==> src/rvIsaPkg.sv <==
// rv32i instruction-set constants and the three views of an instruction word
package rvIsaPkg;

  localparam int xlen     = 32; // integer data width
  localparam int regAddrW = 5;  // x0..x31

  ////////////////////
  // major opcodes, only the alu ones survive
  localparam logic [6:0] opcOp    = 7'b0110011; // reg-reg
  localparam logic [6:0] opcOpImm = 7'b0010011; // reg-imm
  localparam logic [6:0] opcLui   = 7'b0110111;
  localparam logic [6:0] opcAuipc = 7'b0010111;

  // funct3 per operation
  localparam logic [2:0] f3AddSub = 3'b000;
  localparam logic [2:0] f3Sll    = 3'b001;
  localparam logic [2:0] f3Slt    = 3'b010;
  localparam logic [2:0] f3Sltu   = 3'b011;
  localparam logic [2:0] f3Xor    = 3'b100;
  localparam logic [2:0] f3SrlSra = 3'b101;
  localparam logic [2:0] f3Or     = 3'b110;
  localparam logic [2:0] f3And    = 3'b111;

  // funct7, shift-immediates reuse these in imm[11:5]
  localparam logic [6:0] baseFunct7 = 7'b0000000;
  localparam logic [6:0] altFunct7  = 7'b0100000; // sub / sra

  ////////////////////
  // same 32 bits, decoded as R, I or U format
  typedef union packed {
    struct packed {
      logic [6:0]          funct7;
      logic [regAddrW-1:0] rs2;
      logic [regAddrW-1:0] rs1;
      logic [2:0]          funct3;
      logic [regAddrW-1:0] rd;
      logic [6:0]          opcode;
    } rType;
    struct packed {
      logic [11:0]         imm12;  // sign-extended by decode
      logic [regAddrW-1:0] rs1;
      logic [2:0]          funct3;
      logic [regAddrW-1:0] rd;
      logic [6:0]          opcode;
    } iType;
    struct packed {
      logic [19:0]         imm20;  // lands in [31:12]
      logic [regAddrW-1:0] rd;
      logic [6:0]          opcode;
    } uType;
  } instrWordU;

endpackage

==> src/corePipePkg.sv <==
// pipeline constants: alu operation codes, register count and pc sequencing
package corePipePkg;

  ////////////////////
  // alu operation select
  localparam int aluOpW = 4;

  localparam logic [aluOpW-1:0] aluAdd   = 4'd0;
  localparam logic [aluOpW-1:0] aluSub   = 4'd1;
  localparam logic [aluOpW-1:0] aluSll   = 4'd2;
  localparam logic [aluOpW-1:0] aluSlt   = 4'd3;  // signed compare
  localparam logic [aluOpW-1:0] aluSltu  = 4'd4;  // unsigned compare
  localparam logic [aluOpW-1:0] aluXor   = 4'd5;
  localparam logic [aluOpW-1:0] aluSrl   = 4'd6;
  localparam logic [aluOpW-1:0] aluSra   = 4'd7;
  localparam logic [aluOpW-1:0] aluOr    = 4'd8;
  localparam logic [aluOpW-1:0] aluAnd   = 4'd9;
  localparam logic [aluOpW-1:0] aluPassB = 4'd10; // lui, operand b straight out
  // 11..15 unused, alu gives zero

  ////////////////////
  // pc rules
  // first accepted instruction gets resetPc
  localparam logic [31:0] resetPc = 32'h0000_1000;
  // no compressed words, so every step is one word
  localparam logic [31:0] pcStep  = 32'd4;

  ////////////////////
  // register file
  // x0 included, it is never stored
  localparam int nRegs = 32;

endpackage

==> src/fetchStage.sv <==
// fetch stage: takes an offered instruction word, tags it with its pc, registers both
`timescale 1ns/1ps

module fetchStage (
  input  logic        clk,
  input  logic        rstN,
  input  logic        stall,      // global freeze
  input  logic        instrValid, // one-cycle strobe
  input  logic [31:0] instr,
  output logic        fValid,
  output logic [31:0] fPc,
  output logic [31:0] fInstr
);

  logic [31:0] nextPc; // pc for the next accepted word
  logic        accept;

  assign accept = instrValid & ~stall; // strobe ignored while stalled

  // control: pc counter and valid bit
  always_ff @(posedge clk or negedge rstN) begin
    if (!rstN) begin
      nextPc <= corePipePkg::resetPc;
      fValid <= 1'b0;
    end else if (!stall) begin
      fValid <= instrValid; // bubble when nothing offered
      if (accept) nextPc <= nextPc + corePipePkg::pcStep;
    end
  end

  // payload, only loaded on accept
  always_ff @(posedge clk) begin
    if (accept) begin
      fPc    <= nextPc;
      fInstr <= instr;
    end
  end

endmodule

==> src/regFile.sv <==
// integer register file with 31 stored registers, x0 reading zero and write-through on read
`timescale 1ns/1ps

module regFile (
  input  logic                         clk,
  input  logic                         rstN,
  input  logic                         stall,
  input  logic [rvIsaPkg::regAddrW-1:0] rs1,
  input  logic [rvIsaPkg::regAddrW-1:0] rs2,
  input  logic                         wbWe,
  input  logic [rvIsaPkg::regAddrW-1:0] wbAddr,
  input  logic [rvIsaPkg::xlen-1:0]     wbData,
  output logic [rvIsaPkg::xlen-1:0]     rs1Data,
  output logic [rvIsaPkg::xlen-1:0]     rs2Data
);

  logic [rvIsaPkg::xlen-1:0] regs [1:corePipePkg::nRegs-1]; // no storage for x0

  // one read port where a same-cycle write wins over the stored copy
  function automatic logic [rvIsaPkg::xlen-1:0] readPort(
    input logic [rvIsaPkg::regAddrW-1:0] addr
  );
    if (addr == '0) return '0;
    if (wbWe && (wbAddr == addr)) return wbData; // two-ahead producer
    return regs[addr];
  endfunction

  // both read ports follow the stored regs and the write port too
  always_comb begin
    rs1Data = readPort(rs1);
    rs2Data = readPort(rs2);
  end

  // writes frozen under stall
  always_ff @(posedge clk or negedge rstN) begin
    if (!rstN) begin
      for (int i = 1; i < corePipePkg::nRegs; i++) regs[i] <= '0;
    end else if (wbWe && !stall && (wbAddr != '0)) begin
      regs[wbAddr] <= wbData;
    end
  end

endmodule

==> src/decodeStage.sv <==
// decode stage: decodes the word, reads operands, flags illegal words, registers the op
`timescale 1ns/1ps

module decodeStage (
  input  logic                            clk,
  input  logic                            rstN,
  input  logic                            stall,
  input  logic                            fValid,
  input  logic [rvIsaPkg::xlen-1:0]       fPc,
  input  logic [31:0]                     fInstr,
  input  logic                            wbWe,     // write port from writeback
  input  logic [rvIsaPkg::regAddrW-1:0]   wbAddr,
  input  logic [rvIsaPkg::xlen-1:0]       wbData,
  output logic                            dValid,
  output logic [rvIsaPkg::xlen-1:0]       dPc,
  output logic [rvIsaPkg::regAddrW-1:0]   dRd,      // raw rd field
  output logic                            dWrite,
  output logic                            dIllegal,
  output logic [corePipePkg::aluOpW-1:0]  dAluOp,
  output logic [rvIsaPkg::regAddrW-1:0]   dRs1,
  output logic [rvIsaPkg::regAddrW-1:0]   dRs2,
  output logic                            dUseRs1,  // for forwarding compare
  output logic                            dUseRs2,
  output logic [rvIsaPkg::xlen-1:0]       dOpA,
  output logic [rvIsaPkg::xlen-1:0]       dOpB
);

  rvIsaPkg::instrWordU                   iw;
  logic [rvIsaPkg::xlen-1:0]             rs1Data, rs2Data, immI, immU, opA, opB;
  logic [corePipePkg::aluOpW-1:0]        aluOp;
  logic                                  useRs1, useRs2, write, illegal;

  assign iw   = fInstr;
  assign immI = {{20{iw.iType.imm12[11]}}, iw.iType.imm12};
  assign immU = {iw.uType.imm20, 12'b0};

  regFile u_regFile (
    .clk, .rstN, .stall,
    .rs1(iw.rType.rs1), .rs2(iw.rType.rs2),
    .wbWe, .wbAddr, .wbData,
    .rs1Data, .rs2Data
  );

  ////////////////////
  // opcode / funct decode
  always_comb begin
    aluOp = corePipePkg::aluAdd;
    opA = rs1Data; opB = rs2Data;
    useRs1 = 1'b0; useRs2 = 1'b0; write = 1'b1; illegal = 1'b0;
    case (iw.rType.opcode)
      rvIsaPkg::opcOp, rvIsaPkg::opcOpImm: begin
        useRs1 = 1'b1;
        case (iw.rType.funct3)
          rvIsaPkg::f3AddSub: aluOp = corePipePkg::aluAdd;
          rvIsaPkg::f3Sll:    aluOp = corePipePkg::aluSll;
          rvIsaPkg::f3Slt:    aluOp = corePipePkg::aluSlt;
          rvIsaPkg::f3Sltu:   aluOp = corePipePkg::aluSltu;
          rvIsaPkg::f3Xor:    aluOp = corePipePkg::aluXor;
          rvIsaPkg::f3SrlSra: aluOp = corePipePkg::aluSrl;
          rvIsaPkg::f3Or:     aluOp = corePipePkg::aluOr;
          default:            aluOp = corePipePkg::aluAnd;
        endcase
        if (iw.rType.opcode == rvIsaPkg::opcOp) begin
          useRs2 = 1'b1;
          if (iw.rType.funct7 == rvIsaPkg::altFunct7) begin // only sub and sra
            if (iw.rType.funct3 == rvIsaPkg::f3AddSub) aluOp = corePipePkg::aluSub;
            else if (iw.rType.funct3 == rvIsaPkg::f3SrlSra) aluOp = corePipePkg::aluSra;
            else illegal = 1'b1;
          end else if (iw.rType.funct7 != rvIsaPkg::baseFunct7) illegal = 1'b1;
        end else begin
          opB = immI;
          // shift-imm: upper imm bits act as funct7
          if (iw.iType.funct3 == rvIsaPkg::f3Sll)
            illegal = (iw.iType.imm12[11:5] != rvIsaPkg::baseFunct7);
          else if (iw.iType.funct3 == rvIsaPkg::f3SrlSra) begin
            if (iw.iType.imm12[11:5] == rvIsaPkg::altFunct7) aluOp = corePipePkg::aluSra;
            else illegal = (iw.iType.imm12[11:5] != rvIsaPkg::baseFunct7);
          end
        end
      end
      rvIsaPkg::opcLui: begin
        aluOp = corePipePkg::aluPassB; opB = immU;
      end
      rvIsaPkg::opcAuipc: begin
        opA = fPc; opB = immU; // aluAdd
      end
      default: illegal = 1'b1;
    endcase
    if (illegal || (iw.uType.rd == '0)) write = 1'b0; // x0 writes dropped
  end

  // control bits, bubbles carry nothing
  always_ff @(posedge clk or negedge rstN) begin
    if (!rstN) begin
      {dValid, dWrite, dIllegal, dUseRs1, dUseRs2} <= '0;
    end else if (!stall) begin
      dValid   <= fValid;
      dWrite   <= fValid & write;
      dIllegal <= fValid & illegal;
      dUseRs1  <= fValid & useRs1;
      dUseRs2  <= fValid & useRs2;
    end
  end

  // payload
  always_ff @(posedge clk) begin
    if (!stall) begin
      dPc <= fPc; dRd <= iw.rType.rd; dAluOp <= aluOp;
      dRs1 <= iw.rType.rs1; dRs2 <= iw.rType.rs2;
      dOpA <= opA; dOpB <= opB;
    end
  end

endmodule

==> src/executeStage.sv <==
// execute stage: forwards from the next-older instruction, runs the alu, registers the result
`timescale 1ns/1ps

module executeStage (
  input  logic                            clk,
  input  logic                            rstN,
  input  logic                            stall,
  input  logic                            dValid,
  input  logic [rvIsaPkg::xlen-1:0]       dPc,
  input  logic [rvIsaPkg::regAddrW-1:0]   dRd,
  input  logic                            dWrite,
  input  logic                            dIllegal,
  input  logic [corePipePkg::aluOpW-1:0]  dAluOp,
  input  logic [rvIsaPkg::regAddrW-1:0]   dRs1,
  input  logic [rvIsaPkg::regAddrW-1:0]   dRs2,
  input  logic                            dUseRs1,
  input  logic                            dUseRs2,
  input  logic [rvIsaPkg::xlen-1:0]       dOpA,
  input  logic [rvIsaPkg::xlen-1:0]       dOpB,
  output logic                            eValid,
  output logic [rvIsaPkg::xlen-1:0]       ePc,
  output logic [rvIsaPkg::regAddrW-1:0]   eRd,
  output logic                            eWrite,
  output logic                            eIllegal,
  output logic [rvIsaPkg::xlen-1:0]       eResult
);

  logic [rvIsaPkg::xlen-1:0] opA, opB, aluRes;
  logic [4:0]                shamt;
  logic                      fwdA, fwdB;

  ////////////////////
  // forwarding from the execute register
  // eWrite is already clear for x0 and illegal words
  assign fwdA = eValid & eWrite & dUseRs1 & (eRd == dRs1);
  assign fwdB = eValid & eWrite & dUseRs2 & (eRd == dRs2);
  assign opA  = fwdA ? eResult : dOpA;
  assign opB  = fwdB ? eResult : dOpB;  // imm ops never set dUseRs2
  assign shamt = opB[4:0];

  ////////////////////
  // alu
  always_comb begin
    case (dAluOp)
      corePipePkg::aluAdd:   aluRes = opA + opB;
      corePipePkg::aluSub:   aluRes = opA - opB;
      corePipePkg::aluSll:   aluRes = opA << shamt;
      corePipePkg::aluSlt:   aluRes = {31'b0, $signed(opA) < $signed(opB)};
      corePipePkg::aluSltu:  aluRes = {31'b0, opA < opB};
      corePipePkg::aluXor:   aluRes = opA ^ opB;
      corePipePkg::aluSrl:   aluRes = opA >> shamt;
      corePipePkg::aluSra:   aluRes = $unsigned($signed(opA) >>> shamt);
      corePipePkg::aluOr:    aluRes = opA | opB;
      corePipePkg::aluAnd:   aluRes = opA & opB;
      corePipePkg::aluPassB: aluRes = opB;
      default:               aluRes = '0;
    endcase
  end

  always_ff @(posedge clk or negedge rstN) begin
    if (!rstN) begin
      {eValid, eWrite, eIllegal} <= '0;
    end else if (!stall) begin
      eValid   <= dValid;
      eWrite   <= dValid & dWrite;
      eIllegal <= dValid & dIllegal;
    end
  end

  always_ff @(posedge clk) begin
    if (!stall) begin
      ePc     <= dPc;
      eRd     <= dRd;
      eResult <= dIllegal ? '0 : aluRes; // illegal words retire zero
    end
  end

endmodule

==> src/writebackStage.sv <==
// writeback stage: drives the register-file write port and registers the retire record
`timescale 1ns/1ps

module writebackStage (
  input  logic                          clk,
  input  logic                          rstN,
  input  logic                          stall,
  input  logic                          eValid,
  input  logic [rvIsaPkg::xlen-1:0]     ePc,
  input  logic [rvIsaPkg::regAddrW-1:0] eRd,
  input  logic                          eWrite,
  input  logic                          eIllegal,
  input  logic [rvIsaPkg::xlen-1:0]     eResult,
  output logic                          wbWe,
  output logic [rvIsaPkg::regAddrW-1:0] wbAddr,
  output logic [rvIsaPkg::xlen-1:0]     wbData,
  output logic                          retireValid,
  output logic [rvIsaPkg::xlen-1:0]     retirePc,
  output logic [rvIsaPkg::regAddrW-1:0] retireRd,
  output logic                          retireIllegal,
  output logic [rvIsaPkg::xlen-1:0]     retireResult
);

  // write port straight off the execute register, lands on the retire edge
  assign wbWe   = eValid & eWrite;
  assign wbAddr = eRd;
  assign wbData = eResult;

  ////////////////////
  // retire record, held while stalled
  always_ff @(posedge clk or negedge rstN) begin
    if (!rstN) begin
      retireValid   <= 1'b0;
      retireIllegal <= 1'b0;
      retirePc      <= '0;
      retireRd      <= '0;
      retireResult  <= '0;
    end else if (!stall) begin
      retireValid   <= eValid;      // one pulse per instruction
      retireIllegal <= eValid & eIllegal;
      retirePc      <= ePc;
      retireRd      <= eIllegal ? '0 : eRd;
      retireResult  <= eResult;
    end
  end

endmodule

==> src/rv32Pipe.sv <==
// rv32Pipe top: four-stage rv32i alu pipeline, fetch to writeback under one global stall
`timescale 1ns/1ps

module rv32Pipe (
  input  logic                          clk,
  input  logic                          rstN,
  input  logic                          stall,        // freezes every stage
  input  logic                          instrValid,
  input  logic [31:0]                   instr,
  output logic                          retireValid,
  output logic [rvIsaPkg::xlen-1:0]     retirePc,
  output logic [rvIsaPkg::regAddrW-1:0] retireRd,
  output logic [rvIsaPkg::xlen-1:0]     retireResult,
  output logic                          retireIllegal
);

  // fetch -> decode
  logic                                 fValid;
  logic [rvIsaPkg::xlen-1:0]            fPc;
  logic [31:0]                          fInstr;

  // decode -> execute
  logic                                 dValid, dWrite, dIllegal, dUseRs1, dUseRs2;
  logic [rvIsaPkg::xlen-1:0]            dPc, dOpA, dOpB;
  logic [rvIsaPkg::regAddrW-1:0]        dRd, dRs1, dRs2;
  logic [corePipePkg::aluOpW-1:0]       dAluOp;

  // execute -> writeback
  logic                                 eValid, eWrite, eIllegal;
  logic [rvIsaPkg::xlen-1:0]            ePc, eResult;
  logic [rvIsaPkg::regAddrW-1:0]        eRd;

  // writeback -> register file in decode
  logic                                 wbWe;
  logic [rvIsaPkg::regAddrW-1:0]        wbAddr;
  logic [rvIsaPkg::xlen-1:0]            wbData;

  fetchStage u_fetch (
    .clk, .rstN, .stall, .instrValid, .instr,
    .fValid, .fPc, .fInstr
  );

  decodeStage u_decode (
    .clk, .rstN, .stall, .fValid, .fPc, .fInstr,
    .wbWe, .wbAddr, .wbData,
    .dValid, .dPc, .dRd, .dWrite, .dIllegal, .dAluOp,
    .dRs1, .dRs2, .dUseRs1, .dUseRs2, .dOpA, .dOpB
  );

  executeStage u_execute (
    .clk, .rstN, .stall,
    .dValid, .dPc, .dRd, .dWrite, .dIllegal, .dAluOp,
    .dRs1, .dRs2, .dUseRs1, .dUseRs2, .dOpA, .dOpB,
    .eValid, .ePc, .eRd, .eWrite, .eIllegal, .eResult
  );

  writebackStage u_writeback (
    .clk, .rstN, .stall,
    .eValid, .ePc, .eRd, .eWrite, .eIllegal, .eResult,
    .wbWe, .wbAddr, .wbData,
    .retireValid, .retirePc, .retireRd, .retireIllegal, .retireResult
  );

endmodule

==> config.mk <==
export PLATFORM = sky130hd
export DESIGN_NAME = rv32Pipe
export DESIGN_NICKNAME = d
export VERILOG_FILES = /design/src/rvIsaPkg.sv /design/src/corePipePkg.sv /design/src/fetchStage.sv /design/src/regFile.sv /design/src/decodeStage.sv /design/src/executeStage.sv /design/src/writebackStage.sv /design/src/rv32Pipe.sv
export SDC_FILE = /design/constraint.sdc
export NUM_CORES = 2
export LEC_CHECK = 0
export BUFFER_PORTS_ARGS = -buffer_cell sky130_fd_sc_hd__buf_2
export CAP_MARGIN = 20
export CORE_MARGIN = 10
export CORE_UTILIZATION = 45
export DETAILED_ROUTE_END_ITERATION = 16
export PLACE_DENSITY = 0.58
export SLEW_MARGIN = 15
export SYNTH_ARGS = -nofsm -noshare
export SYNTH_HDL_FRONTEND = slang
export SYNTH_SLANG_ARGS = --single-unit
==> constraint.sdc <==
create_clock -name clk -period 7 [get_ports clk]
set_input_delay 2.1 -clock clk [delete_from_list [all_inputs] [get_ports clk]]
set_output_delay 2.1 -clock clk [all_outputs]
set_load 0.005 [all_outputs]
# Yosys cells after proc, flatten, opt, wreduce, memory -nomap -nowiden
# Index checks and enable logic that the tools add are counted.
[word_totals]
regBits = 1352
inputBits = 36
out_inout_bits = 71
word_cells = 184
[op_classes]
addsub = 3
order_cmp = 6
n_eq_ne = 25
shift = 3
mux = 52
bitwise = 20
n_reduce_logical = 17
[op_table]
columns = ["cell", "count"]
rows = [
  ["$bwmux W992", 1],
  ["$mux W32", 17],
  ["$pmux W32 S11", 1],
  ["$bmux W32 S5", 2],
  ["$demux W32 S5", 1],
  ["$lt A32 B32 Y1", 2],
  ["$pmux W32 S2", 1],
  ["$add A32 B3 Y32 const B", 1],
  ["$add A32 B32 Y32", 1],
  ["$and A32 B32 Y32", 1],
  ["$or A32 B32 Y32", 1],
  ["$shl A32 B5 Y32", 1],
  ["$shr A32 B5 Y32", 1],
  ["$sshr A32 B5 Y32", 1],
  ["$sub A32 B32 Y32", 1],
  ["$xor A32 B32 Y32", 1],
  ["$mux W4", 7],
  ["$pmux W4 S7", 1],
  ["$eq A7 B6 Y1 const B", 3],
  ["$eq A5 B5 Y1", 4],
  ["$ge A6 B6 Y1 const B", 3],
  ["$mux W1", 18],
  ["$not A5 Y6", 3],
  ["$eq A4 B3 Y1 const B", 4],
  ["23 further kinds", 49],
]

# Longest topological paths before layout
[depth]
word_depth = 9
depth_mapped = 21
ltp_nobuf = 17

# Hierarchy
# From an unflattened synthesis, not the netlist that was laid out.
[unflattened]
hier_cells = 5991
hier_area_um2 = 77667.0
[by_module_without_submodules]
columns = ["mod", "n_inst", "cells_each", "area_per_inst_um2", "seq_area_each_um2"]
rows = [
  ["regFile", 1, 3691, 53637.7, 24823.8],
  ["executeStage", 1, 1662, 13073.8, 2147.1],
  ["decodeStage", 1, 249, 4629.4, 3578.4],
  ["fetchStage", 1, 189, 3310.7, 2638.8],
  ["writebackStage", 1, 200, 3015.4, 1776.7],
]

# Worst setup path after synthesis
# OpenSTA, ideal clock, no wires.
[synth_timing]
kind = "input-to-reg"
startpoint = "input stall"
endpoint = "register u_decode.dWrite"
setup_ns = 0.100
arrival_ns = 6.284
setup_slack_ns = 0.615
stages = 4
n_path_buf = 1
cell_sequence = "clkbuf_1 > inv_1 > o211ai_1 > o21ai_0"
[synth_rtl]
columns = ["item", "line_no", "source"]
rows = [
  ["start, declared", "rv32Pipe.sv:7", "input logic stall,"],
  ["end signal, assigned", "decodeStage.sv:98", "dWrite <= fValid & write;"],
  ["end, declared", "decodeStage.sv:17", "output logic dWrite,"],
]

# Worst setup path after layout
[layout_timing]
startpoint = "register u_execute.eRd[0] (netlist bit)"
endpoint = "register u_execute.eResult[29] (netlist bit), data pin"
[layout_between]
elab_chain_len = 5
[layout_lines]
columns = ["item", "line_no", "source"]
rows = [
  ["start, declared", "executeStage.sv:22", "output logic [rvIsaPkg::regAddrW-1:0] eRd,"],
  ["start signal, assigned", "executeStage.sv:73", "eRd <= dRd;"],
  ["$eq A5 B5 Y1, on equally long branches", "executeStage.sv:35, executeStage.sv:36", ""],
  ["$and A1 B1 Y1, on equally long branches", "executeStage.sv:35, executeStage.sv:36", ""],
  ["$mux W32, on equally long branches", "executeStage.sv:37, executeStage.sv:38", ""],
  ["$sub A32 B32 Y32 (tied with other cells)", "executeStage.sv:46", "corePipePkg::aluSub: aluRes = opA - opB;"],
  ["$pmux W32 S11 (*)", "executeStage.sv:44", "case (dAluOp)"],
  ["end signal, assigned", "executeStage.sv:74", "eResult <= dIllegal ? '0 : aluRes;"],
  ["end, declared", "executeStage.sv:25", "output logic [rvIsaPkg::xlen-1:0] eResult"],
]
# Every way passes the cells marked *; elsewhere a longest branch is shown, timed or not.
# A chain may end at the register's enable or synchronous reset.

==> out/metrics.yaml <==
vias: 51300
fmax_mhz: 170
area_growth_pct: 11.0
crit_top_cell: "a21oi_1"
grt_overflow: 0
final.min_clock_period_ns: 5.87
start_kind: "register"
pin_count: 107
die-area_mm2: 0.185
p_int_mw: 13.5
maxCapViolCount: 0
synth_seq_area_share: 0.459
dp_hpwl_um: 166000
grt_pass1_vias: 52100
holdWs_ns: 0.417
p_leak_nw: 37.4
cts_tree: "built"
multiInputGateArea_mm2: 0.0388
worstSetupEndpointType: "register"
final_nets: 5631
yosysWarnings: 0
avgViaCountPerCell: 6.56
grt_setup_unrepaired: "no"
synth_top_flop_cell: "dfrtp_1"
ctsHoldBuffers: 0
skew_ns: 0.0377
cts_root_buf: "clkbuf_16"
grt_usage: 0.282
post_cts_resized: 0
post_cts_buffers: 0
crit_path_max_incr_delay_ns: 0.83
met2_usage: 0.442
grt_first_pass_wirelength_um: 384000
core_mm2: 0.167
tightest_slew_ns: 1.17
drcViolationCount: 0
peakVddDrop_mv: 0.284
clockBufferDepth: 3
fin_crit_sh: 0.838
initial_core_util: 0.453
first_iter_violations: 5123
crit_slowest_cell: "a211oi_1"
use_met3: 0.0551
finalHoldViolCount: 0
die_y_um: 431
power_switching_mw: 4.94
path_buf_inv: 2
antenna_found_initial: 13
dr.pass1.iters: 6
setup_viol: 0
row_count: 150
worstPathCellList: "xor2_1 > nor4_4 > nand2_2 > buf_4 > mux2i_1 > inv_1 > ha_1 > a21oi_1 > nand2_1 > a211oi_1 > o21ai_0 > nor2_1 > nor4_1 > a21oi_1 > a31oi_1"
stdcell_count: 7825
port_buffers: 104
grtUsageMet1: 0.380
clk_pin_slew_worst_paths_ns: 0.06
clock_sinks: 1342
synth-seq-cells: 1342
cts-buffers-inserted: 153
netlist_instances: 5593
switching_share: 0.268
crit_fanout: 13
synth_edf_count: 242
drtAntennaViolNets: 0
syn_area_per_cell_um2: 13.6
arrival_ns: 6.41
fillCellCount: 14500
wl_um: 265000
synthArstFlopShare: 0.820
register_area_mm2: 0.0348
place_inst: 7543
p_comb_frac: 0.103
pwr_density_cell_mw_per_mm2: 219
slew_viol_final: 0
grt_max_degree: 152
wl_per_cell_um: 33.9
grt-busiest-layer: "met2"
crit_type: "register to register"
crit_required_ns: 7.54
die_w_um: 431
ys_types: 99
setup_tns_ns: 0
p_seq_frac: 0.448
status: "completed"
slew_headroom: 0.217
critical_path.top_delay_family: "compound AO/OA/AOI/OAI gates"
gp_congestion: 1.01
hold_class: "register to register"
syn_area_mm2: 0.0759
drive_gt1_frac: 0.415
clk_latency_ns: 0.84
htree_levels: 4
p_clk_frac: 0.450
## metal layers
metal  share of wire  vias up
met2            0.46     1992
met4           0.051       10
li1                -    21300
met3           0.072      545
met1            0.42    27400
met5         0.00022        -
## state kept, by name (all words and copies together) (netlist names), 4 cells and up
name,cells
u_writeback.retireRd,5
u_decode.dRs2,5
u_decode.dPc,30
u_fetch.fPc,30
u_decode.u_regFile.regs,992
u_fetch.nextPc,30
u_execute.eResult,32
u_writeback.retireResult,32
u_decode.dOpA,32
u_fetch.fInstr,32
u_execute.ePc,30
u_writeback.retirePc,30
u_decode.dAluOp,4
u_decode.dOpB,32
u_decode.dRd,5
u_decode.dRs1,5
u_execute.eRd,5
## per-stage QoR
stage          cell area, um^2  power [mW]  setup WS, ns  utilization
3_3_place_gp             79000        10.3          1.22        0.472
2_1_floorplan            75900        9.44         0.615            -
6_report                 84200        18.4          1.13        0.503
4_1_cts                  84200        18.6          1.18        0.503
3_5_place_dp             79000        10.3          1.15        0.472
5_1_grt                  84200        19.0         0.829        0.503
## cells in the final DEF (no fill, tap or decap), types with 35 or more instances in the layout
cell type,count
ha_1,98
mux2i_1,199
buf_4,154
mux4_2,592
clkbuf_16,154
nand3_1,51
o21ai_0,183
buf_2,102
inv_1,94
edfxtp_1,242
a22o_1,81
a221oi_1,37
dfrtp_1,1099
nor2_1,222
xnor2_1,51
nor3_1,48
nand2_1,210
clkbuf_1,35
a21oi_1,222
mux2_2,1129
## path summary, 6_finish.rpt
| check | from | endpoint | slack, ns | cells after the start |
|---|---|---|---|---|
| worst max-delay path | u_execute.eRd[0] | u_execute.eResult[29] | 1.13 | 15 |
| worst min-delay path | u_decode.dPc[24] | u_execute.ePc[24] | 0.42 | 0 |
| worst max register to register | u_execute.eRd[0] | u_execute.eResult[29] | 1.13 | 15 |
| worst min register to register | u_decode.dPc[24] | u_execute.ePc[24] | 0.42 | 0 |
| max in group asynchronous | rstN | u_decode.u_regFile.regs[352] | 4.27 | 3 |
| min in group asynchronous | rstN | u_decode.u_regFile.regs[73] | 1.21 | 1 |
## cells in the mapped netlist, types with 10 or more instances
cell type / number / share of area
mux2_2: 1129 / 0.17
dfrtp_1: 1099 / 0.36
mux4_2: 592 / 0.18
clkbuf_1: 378 / 0.019
edfxtp_1: 242 / 0.096
nor2_1: 237 / 0.012
nand2_1: 224 / 0.011
a21oi_1: 223 / 0.015
mux2i_1: 202 / 0.027
o21ai_0: 183 / 0.012
ha_1: 98 / 0.016
buf_1: 97 / 0.0048
inv_1: 95 / 0.0047
a22o_1: 81 / 0.0094
nor3_1: 53 / 0.0035
nand3_1: 51 / 0.0034
xnor2_1: 51 / 0.0059
a221oi_1: 37 / 0.0043
buf_2: 37 / 0.0024
a31oi_1: 30 / 0.0025
o22ai_1: 29 / 0.0024
o221ai_1: 25 / 0.0029
nand2b_1: 23 / 0.0019
a211oi_1: 21 / 0.0021
and3_1: 21 / 0.0017
o211ai_1: 19 / 0.0019
nand4_1: 18 / 0.0015
a22oi_1: 15 / 0.0015
nor4_1: 14 / 0.0012
and2_1: 13 / 0.0011
buf_4: 13 / 0.0013
nor2b_1: 13 / 0.0011
xor2_1: 13 / 0.0015
o21bai_1: 12 / 0.0012
a21o_1: 11 / 0.0011
a221o_1: 10 / 0.0013
clkbuf_2: 10 / 0.00066
o31ai_1: 10 / 0.00099
## cell families (layout without fill, tap and decap cells)
group	after synthesis	in the layout	share of synthesized area
adders and majority gates	100	100	0.0167
buffers and inverters	644	668	0.0339
AOI/OAI and AO/OA	800	800	0.0692
xor gates and xnor gates	66	66	0.00782
DFF	1342	1342	0.459
other	1	5	0.0000494
muxes	1927	1927	0.371
and+or+nand+nor	713	713	0.0431
## worst register-to-register path, cell delays in order, from the launching register on
cell and delay, ns:
edfxtp_1 0.56, xor2_1 0.26, nor4_4 0.27, nand2_2 0.52, buf_4 0.41, mux2i_1 0.63, inv_1 0.11, ha_1 0.47
a21oi_1 0.37, nand2_1 0.26, a211oi_1 0.83, o21ai_0 0.38, nor2_1 0.21, nor4_1 0.07, a21oi_1 0.17, a31oi_1 0.10
## area by class of cell
cell class	count	share of cell area
timing repair buffer	287	0.0272
antenna	3	0.0000891
sequential	1342	0.413
inverter	103	0.00468
multi-input combinational	3608	0.461
tap	2204	0.0327
clock buffer	219	0.0522
clock inverter	59	0.00921
## power groups by stage
stage	Sequential [mW]	Combinational [mW]	Clock, mW
detailed placement	8.40	1.88	0
global placement	8.40	1.88	0
CTS	8.25	1.88	8.46
floorplan	8.34	1.10	0
global route	8.27	2.01	8.77
finish	8.26	1.89	8.29
No activity file was read; power rests on OpenSTA's default activity.
